$ cat config.mk
export PLATFORM = sky130hd
export DESIGN_NAME = frame_detector_top
export DESIGN_NICKNAME = d
export VERILOG_FILES = /design/src/design/frame_detect_pkg.sv /design/src/design/frame_detector_top.sv /design/src/design/frame_header_parser.sv /design/src/design/frame_rule_matcher.sv /design/src/design/match_log_serializer.sv
export SDC_FILE = /design/constraint.sdc
export NUM_CORES = 1
export LEC_CHECK = 0
export BUFFER_PORTS_ARGS = -buffer_cell sky130_fd_sc_hd__buf_2
export CAP_MARGIN = 20
export CORE_ASPECT_RATIO = 0.5
export CORE_MARGIN = 2
export CORE_UTILIZATION = 64
export DETAILED_ROUTE_END_ITERATION = 16
export GPL_TIMING_DRIVEN = 0
export PLACE_DENSITY = 0.93
export REMOVE_ABC_BUFFERS = 1
export SETUP_SLACK_MARGIN = 0.4
export SYNTH_ARGS = -nofsm -noshare
export SYNTH_HDL_FRONTEND = slang
export SYNTH_SLANG_ARGS = --single-unit
$ cat constraint.sdc
create_clock -name clk -period 20.4 [get_ports clk]
set_input_delay 6.12 -clock clk [delete_from_list [all_inputs] [get_ports clk]]
set_output_delay 6.12 -clock clk [all_outputs]
set_load 0.02 [all_outputs]
$ cat src/design/frame_detect_pkg.sv
// Shared types and constants for the Ethernet frame detector
// Holds the parsed-frame and match-event structs, the rule entry and the log format
// Imported by every stage of the pipeline and by the top level
`default_nettype none

package frame_detect_pkg;

	localparam int NUM_RULES        = 4;  // One match bit per rule
	localparam int MAX_EXT_BYTES    = 16; // Payload bytes kept per frame
	localparam int LOG_HEADER_BYTES = 12; // Fixed part of a log record
	localparam int MIN_HEADER_BYTES = 14; // Dst MAC, src MAC, EtherType

	localparam logic [31:0] LOG_MAGIC = 32'h0242_5AFF; // Record marker, low bytes first

	// One parsed frame, valid for a single cycle
	typedef struct packed {
		logic         valid;
		logic [47:0]  dst_mac;
		logic [47:0]  src_mac;
		logic [15:0]  ethertype;
		logic [4:0]   payload_len; // 0 to MAX_EXT_BYTES
		logic [127:0] payload;     // Byte 0 in bits 7:0
	} parsed_frame_t;

	// Rule table entry
	typedef struct packed {
		logic        enable;
		logic [15:0] ethertype;
	} match_rule_t;

	// New event is signalled by a change of event_id
	typedef struct packed {
		logic [NUM_RULES-1:0] match;
		logic [1:0]           event_id;
		logic [4:0]           ext_num;
		logic [127:0]         ext_data;
	} match_event_t;

	typedef enum logic [1:0] {
		HEADER,
		PAYLOAD,
		DISCARD
	} parse_state_e;

	typedef enum logic {
		IDLE,
		SEND
	} log_state_e;

endpackage

`default_nettype wire

$ cat src/design/frame_detector_top.sv
// Top level of the Ethernet frame detector
// Chains parser, rule matcher and log serializer on a passive frame tap
// Stream width and direction id are set here and passed to the serializer
`timescale 1ns/10ps
`default_nettype none

module frame_detector_top
	import frame_detect_pkg::*;
#(
	parameter int         LOG_WIDTH    = 64,
	parameter logic [7:0] DIRECTION_ID = 8'h41
) (
	input  logic                        clk,
	input  logic                        rst_n,

	// Monitored frame bytes, no back-pressure
	input  logic [7:0]                  rx_data,
	input  logic                        rx_valid,
	input  logic                        rx_last,

	input  match_rule_t [NUM_RULES-1:0] rules,
	input  logic [15:0]                 log_id,

	// Log record stream
	output logic [LOG_WIDTH-1:0]        log_tdata,
	output logic                        log_tlast,
	output logic                        log_tvalid,
	input  logic                        log_tready,

	output logic [31:0]                 overflow_count
);

	parsed_frame_t frame;
	match_event_t  log_event;

	frame_header_parser u_parser (
		.clk      (clk),
		.rst_n    (rst_n),
		.rx_data  (rx_data),
		.rx_valid (rx_valid),
		.rx_last  (rx_last),
		.frame    (frame)
	);

	frame_rule_matcher u_matcher (
		.clk       (clk),
		.rst_n     (rst_n),
		.rules     (rules),
		.frame     (frame),
		.log_event (log_event)
	);

	match_log_serializer #(
		.LOG_WIDTH    (LOG_WIDTH),
		.DIRECTION_ID (DIRECTION_ID)
	) u_serializer (
		.clk            (clk),
		.rst_n          (rst_n),
		.log_id         (log_id),
		.log_event      (log_event),
		.overflow_count (overflow_count),
		.log_tdata      (log_tdata),
		.log_tlast      (log_tlast),
		.log_tvalid     (log_tvalid),
		.log_tready     (log_tready)
	);

endmodule

`default_nettype wire

$ cat src/design/frame_header_parser.sv
// First pipeline stage: takes the monitored byte stream and splits each frame
// into MAC addresses, EtherType and the first payload bytes
// One parsed frame is presented for one cycle after the last byte of a frame
`timescale 1ns/10ps
`default_nettype none

module frame_header_parser
	import frame_detect_pkg::*;
(
	input  logic          clk,
	input  logic          rst_n,
	input  logic [7:0]    rx_data,
	input  logic          rx_valid,
	input  logic          rx_last,
	output parsed_frame_t frame
);

	parse_state_e state;
	logic [3:0]   byte_cnt;    // Index inside the header or the payload
	logic         frame_valid;

	logic [47:0]  dst_mac_q;
	logic [47:0]  src_mac_q;
	logic [15:0]  ethertype_q;
	logic [4:0]   payload_cnt;
	logic [127:0] payload_q;

	always_ff @(posedge clk) begin
		if (!rst_n) begin
			state       <= HEADER;
			byte_cnt    <= '0;
			frame_valid <= 1'b0;
		end else begin
			frame_valid <= 1'b0;
			if (rx_valid) begin
				if (rx_last) begin
					state    <= HEADER;
					byte_cnt <= '0;
					// Runt frames end while still in the header
					frame_valid <= (state != HEADER) ||
						(byte_cnt == 4'(MIN_HEADER_BYTES - 1));
				end else begin
					case (state)
						HEADER: begin
							if (byte_cnt == 4'(MIN_HEADER_BYTES - 1)) begin
								state    <= PAYLOAD;
								byte_cnt <= '0;
							end else begin
								byte_cnt <= byte_cnt + 4'd1;
							end
						end
						PAYLOAD: begin
							if (byte_cnt == 4'(MAX_EXT_BYTES - 1))
								state <= DISCARD; // Rest of frame is ignored
							byte_cnt <= byte_cnt + 4'd1;
						end
						default: ; // DISCARD waits for rx_last
					endcase
				end
			end
		end
	end

	// Field capture, bytes arrive MSB first for MACs and EtherType
	always_ff @(posedge clk) begin
		if (rx_valid) begin
			case (state)
				HEADER: begin
					if (byte_cnt < 4'd6)
						dst_mac_q <= {dst_mac_q[39:0], rx_data};
					else if (byte_cnt < 4'd12)
						src_mac_q <= {src_mac_q[39:0], rx_data};
					else
						ethertype_q <= {ethertype_q[7:0], rx_data};
					if (byte_cnt == 4'd0) begin
						payload_q   <= '0; // No stale bytes from the previous frame
						payload_cnt <= '0;
					end
				end
				PAYLOAD: begin
					payload_q[{byte_cnt, 3'b000} +: 8] <= rx_data;
					payload_cnt <= payload_cnt + 5'd1; // Stops at 16 by leaving PAYLOAD
				end
				default: ;
			endcase
		end
	end

	assign frame = '{
		valid:       frame_valid,
		dst_mac:     dst_mac_q,
		src_mac:     src_mac_q,
		ethertype:   ethertype_q,
		payload_len: payload_cnt,
		payload:     payload_q
	};

	// Each frame yields at most one pulse, and frames take at least one byte
	a_single_pulse: assert property (@(posedge clk) disable iff (!rst_n)
		frame.valid |=> !frame.valid);

endmodule

`default_nettype wire

$ cat src/design/frame_rule_matcher.sv
// Second pipeline stage: checks the EtherType of each parsed frame against
// the rule table and raises a log event for any hit
// Events are signalled by advancing a 2-bit rolling id
`timescale 1ns/10ps
`default_nettype none

module frame_rule_matcher
	import frame_detect_pkg::*;
(
	input  logic                          clk,
	input  logic                          rst_n,
	input  match_rule_t [NUM_RULES-1:0]   rules,
	input  parsed_frame_t                 frame,
	output match_event_t                  log_event
);

	logic [NUM_RULES-1:0] hit;

	logic [1:0]           event_id;
	logic [NUM_RULES-1:0] match_q;
	logic [4:0]           ext_num_q;
	logic [127:0]         ext_data_q;

	always_comb begin
		for (int i = 0; i < NUM_RULES; i++) begin
			hit[i] = rules[i].enable && (rules[i].ethertype == frame.ethertype);
		end
	end

	always_ff @(posedge clk) begin
		if (!rst_n) begin
			event_id <= 2'd0;
		end else if (frame.valid && |hit) begin
			event_id <= event_id + 2'd1; // Wraps, downstream only looks for a change
		end
	end

	always_ff @(posedge clk) begin
		if (frame.valid && |hit) begin
			match_q    <= hit;
			ext_num_q  <= frame.payload_len;
			ext_data_q <= frame.payload;
		end
	end

	assign log_event = '{
		match:    match_q,
		event_id: event_id,
		ext_num:  ext_num_q,
		ext_data: ext_data_q
	};

	// Payload count from the parser stays within the record capacity
	a_ext_num_range: assert property (@(posedge clk) disable iff (!rst_n)
		(log_event.event_id != $past(log_event.event_id)) |->
			(log_event.ext_num <= 5'(MAX_EXT_BYTES)));

endmodule

`default_nettype wire

$ cat src/design/match_log_serializer.sv
// Last pipeline stage: turns each match event into a log record and sends it
// as stream words with valid/ready handshake, low bytes first
// Events arriving during a transfer are dropped and counted in overflow_count
`timescale 1ns/10ps
`default_nettype none

module match_log_serializer
	import frame_detect_pkg::*;
#(
	parameter int         LOG_WIDTH    = 64,
	parameter logic [7:0] DIRECTION_ID = 8'h41
) (
	input  logic                 clk,
	input  logic                 rst_n,
	input  logic [15:0]          log_id,
	input  match_event_t         log_event,
	output logic [31:0]          overflow_count,
	output logic [LOG_WIDTH-1:0] log_tdata,
	output logic                 log_tlast,
	output logic                 log_tvalid,
	input  logic                 log_tready
);

	localparam int RECORD_BITS = 8 * (LOG_HEADER_BYTES + MAX_EXT_BYTES); // 224
	localparam int BUF_BITS    = (LOG_WIDTH > RECORD_BITS) ? LOG_WIDTH : RECORD_BITS;
	localparam int WORD_BYTES  = LOG_WIDTH / 8;
	localparam int CNT_W       = $clog2(LOG_HEADER_BYTES + MAX_EXT_BYTES + WORD_BYTES + 1);

	log_state_e           state;
	logic [1:0]           last_event_id;
	logic [CNT_W-1:0]     tx_cnt;   // Bytes presented so far, including the current word
	logic [CNT_W-1:0]     tx_limit; // Record length in bytes
	logic [BUF_BITS-1:0]  tx_buf;
	logic [RECORD_BITS-1:0] record;
	logic                 new_event;

	assign new_event = (log_event.event_id != last_event_id);

	// Record layout, byte 0 in the low bits
	assign record = {
		log_event.ext_data,
		11'd0, log_event.ext_num,
		4'd0, log_event.match,
		DIRECTION_ID,
		16'd4 + 16'(log_event.ext_num), // Length counts from byte 8
		log_id,
		LOG_MAGIC
	};

	always_ff @(posedge clk) begin
		if (!rst_n) begin
			state          <= IDLE;
			last_event_id  <= 2'd0;
			tx_cnt         <= '0;
			tx_limit       <= '0;
			overflow_count <= 32'd0;
		end else begin
			last_event_id <= log_event.event_id;
			case (state)
				IDLE: begin
					if (new_event) begin
						state    <= SEND;
						tx_cnt   <= CNT_W'(WORD_BYTES);
						tx_limit <= CNT_W'(LOG_HEADER_BYTES) + CNT_W'(log_event.ext_num);
					end
				end
				SEND: begin
					if (new_event)
						overflow_count <= overflow_count + 32'd1; // Event is lost
					if (log_tready) begin
						if (log_tlast)
							state <= IDLE;
						else
							tx_cnt <= tx_cnt + CNT_W'(WORD_BYTES);
					end
				end
				default: state <= IDLE;
			endcase
		end
	end

	// Record buffer, shifted down one word per transfer
	always_ff @(posedge clk) begin
		if (state == IDLE && new_event)
			tx_buf <= BUF_BITS'(record);
		else if (state == SEND && log_tready)
			tx_buf <= tx_buf >> LOG_WIDTH;
	end

	assign log_tvalid = (state == SEND);
	assign log_tlast  = (state == SEND) && (tx_cnt >= tx_limit);
	assign log_tdata  = tx_buf[LOG_WIDTH-1:0];

	// Stream rule: a stalled word holds its data and end marker
	a_stall_stable: assert property (@(posedge clk) disable iff (!rst_n)
		(log_tvalid && !log_tready) |=>
			(log_tvalid && $stable(log_tdata) && $stable(log_tlast)));

endmodule

`default_nettype wire

==> metrics.cfg <==
[grt]
track_usage_pct=31.3
grt_antenna_before_repair=0
grt_pass1_vias=15646
grt_max_degree=83
grt_pass1_wl_um=91000
grt_overflow=0

[place]
routabilityCongestion=0.877
place_ws_ns=11.18
portBuffers=194
placed_area_mm2=0.0243
dp_hpwl_um=33100

[detailed_routing]
vias=15921
drc=0
drtIter0Drc=2472
dr.pass1.iters=7
final_antenna_net_count=0
drt-total-wl_um=60200
viasPerCell=6.51
wl_per_cell_um=24.6

[worst_hold_path]
hold_path.class=flop to flop

[power_and_ir_drop]
seqPwrFrac_pct=54.7
combPwrFrac_pct=3.2
p_switching_w=0.000490
p_per_area_mw_per_mm2=88.8
intPower_w=0.00182
swShare_pct=21.2
leakagePower_nw=9.40
ir_drop_v=0.0000810
power.share.clock_pct=42.1

[floorplan]
dieWidth_um=273
initial_core_util_pct=64.6
die_y_um=138
io_pins=195
core_area_mm2=0.0357
num_rows=49
dieArea_mm2=0.0377

[synth]
synth_area_mm2=0.0231
synth_cell_types=55
yosysWarnings=0
synth.yosys.seq_area_share_pct=68.5
async_flop_share_pct=0
synthFlopType=edfxtp_1
synth-seq-cells=563
synthCells=1820
synth_edf_count=455
avgSynthCellArea_um2=12.7

[critical_path]
critPathLaunchType=input pin
cpLargestDelayFamily=simple AND/OR/NAND/NOR gates
crit_chain=buf_2, xor2_1, nor4_1, nand2_1, nor4_1, o41a_2, buf_12, buf_12
cp.arrival_ns=9.04
worstPathRequired_ns=20.65
critical_path_class=input pin to flop
worst_path_max_delay_cell=nor4_1
endpoint_kind=flop
crit_fanout=30
cp_slowest_stage_delay_ns=0.87
crit_buf_inv=3

[sta]
setup_violations=0
tightest_slew_ns=1.15
fmax_mhz=114
slew_headroom_pct=22.6
fin_setup_tns_ns=0
drv_slew=0
rsz0062_at_grt=false
layout_min_cycle_time_ns=8.79
finClkSkew_ns=0.0588
hold_viol=0
whs_ns=0.435
fin_crit_sh_pct=43.1
finalWorstSetupSlack_ns=11.61

[layout]
area_delta_synth_final_pct=12.6
stdcell_area_mm2=0.0260
fillers=1851
final_common_cell=edfxtp_1
n_antenna_cell=0
nNetsFinal=2035
final_cell_mix=edfxtp_1 (455), nor2_1 (214), nand2_1 (206)
drive_above_1_share_pct=16.0

[cts]
post-cts-setup-buffer-count=0
htreeDepth=2
postCtsHoldBufs=0
cts_inserted_buffers=46
cts_root_buf=clkbuf_16
clk_pin_slew_ns=0.07
cts.path.max_buffers=3
clock_sinks=563
clkLatencyLatePin_ns=0.61
cts_tree=done
cts_resized=0

[job]
max-cap-violations=0

[status]
status=finished, final reports clean

cell families after synthesis:
kind of cell    count (synthesis)  synth area share (%)
fa+ha+maj                      13                 0.704
mux                            53                  2.31
buf+inv                       174                  3.99
xor+xnor                      102                  3.87
simple gates                  643                  12.9
compound gates                272                  7.68
flops                         563                  68.5
cell type report:
| class | instances | area, µm² | area share (%) |
|---|---|---|---|
| clock buffer | 68 | 1430 | 5.49 |
| clock inverter | 18 | 246 | 0.948 |
| inverter | 15 | 56.3 | 0.216 |
| multi-input combinational | 1083 | 6400 | 24.6 |
| sequential | 563 | 15800 | 60.8 |
| tap | 484 | 606 | 2.33 |
| timing repair buffer | 216 | 1450 | 5.57 |
power groups by stage:
| stage | sequential (W) | clock [W] | combinational (W) |
|---|---|---|---|
| 4_1_cts | 0.00126 | 0.000972 | 0.0000715 |
| 5_1_grt | 0.00126 | 0.00101 | 0.0000775 |
| 3_5_place_dp | 0.00129 | 0 | 0.0000684 |
| 3_3_place_gp | 0.00129 | 0 | 0.0000610 |
| 6_report | 0.00126 | 0.000972 | 0.0000741 |
| 2_1_floorplan | 0.00129 | 0 | 0.0000342 |
metrics by stage:
step	std cells	power (W)	util, %
final	2447	0.00231	72.8
after global routing	2447	0.00235	72.8
after CTS	2446	0.00231	72.7
after detailed placement	2360	0.00136	68.0
after global placement	2339	0.00135	66.6
after floorplan	1661	0.00132	-
worst min-delay path, cell delays in order (launching register included):
cell,delay (ns)
edfxtp_1,0.32
nand2_1,0.04
nand2_1,0.04
final timing paths:
path	from	end	slack (ns)	cells after the start
worst max register to register	u_parser.byte_cnt[0]$_SDFFE_PN0P_	u_parser.payload_q[81]$_SDFFCE_PN0P_	16.53	7
worst max-delay path	rules[53]	u_matcher.ext_data_q[17]$_DFFE_PP_	11.61	8
worst min-delay path	u_serializer.tx_buf[81]$_DFFE_PP_	u_serializer.tx_buf[17]$_SDFFE_PP1P_	0.43	2
worst min register to register	u_serializer.tx_buf[81]$_DFFE_PP_	u_serializer.tx_buf[17]$_SDFFE_PP1P_	0.43	2
sequential cells by signal, indices dropped and copies added (netlist names):
name and count:
u_parser.state 2, u_serializer.log_tvalid 1, u_serializer.tx_cnt 3, u_matcher.event_id 2, u_parser.frame_valid 1, u_parser.byte_cnt 4, u_parser.payload_cnt 5, u_parser.payload_q 128
u_serializer.tx_buf 224, u_parser.ethertype_q 16, u_matcher.match_q 4, u_serializer.overflow_count 32, u_matcher.ext_data_q 128, u_matcher.ext_num_q 5, u_serializer.tx_limit 6, u_serializer.last_event_id 2
synth_stat cells (all sizes together), types with 13 or more instances:
cell | n | share of area [%]
inv | 14 | 0.23
nand3 | 43 | 0.93
clkbuf | 68 | 1.1
and3 | 13 | 0.35
mux2i | 51 | 2.2
ha | 13 | 0.70
nor3 | 19 | 0.41
nor4 | 13 | 0.42
buf | 91 | 2.6
and2 | 70 | 1.9
o21ai | 31 | 0.67
dfxtp | 108 | 9.4
edfxtp | 455 | 59
xor2 | 54 | 2.0
a22o | 86 | 3.3
nand2 | 210 | 3.4
a21oi | 139 | 3.0
nand4 | 17 | 0.46
nor2 | 217 | 3.5
xnor2 | 48 | 1.8
metal layers:
metal	global-route usage, %	part of all wire [%]
met2	51.5	48
met1	40.8	35
met5	0	0
met3	6.55	11
met4	13.4	5.3
Note: power is estimated with default switching activity, not from simulation.
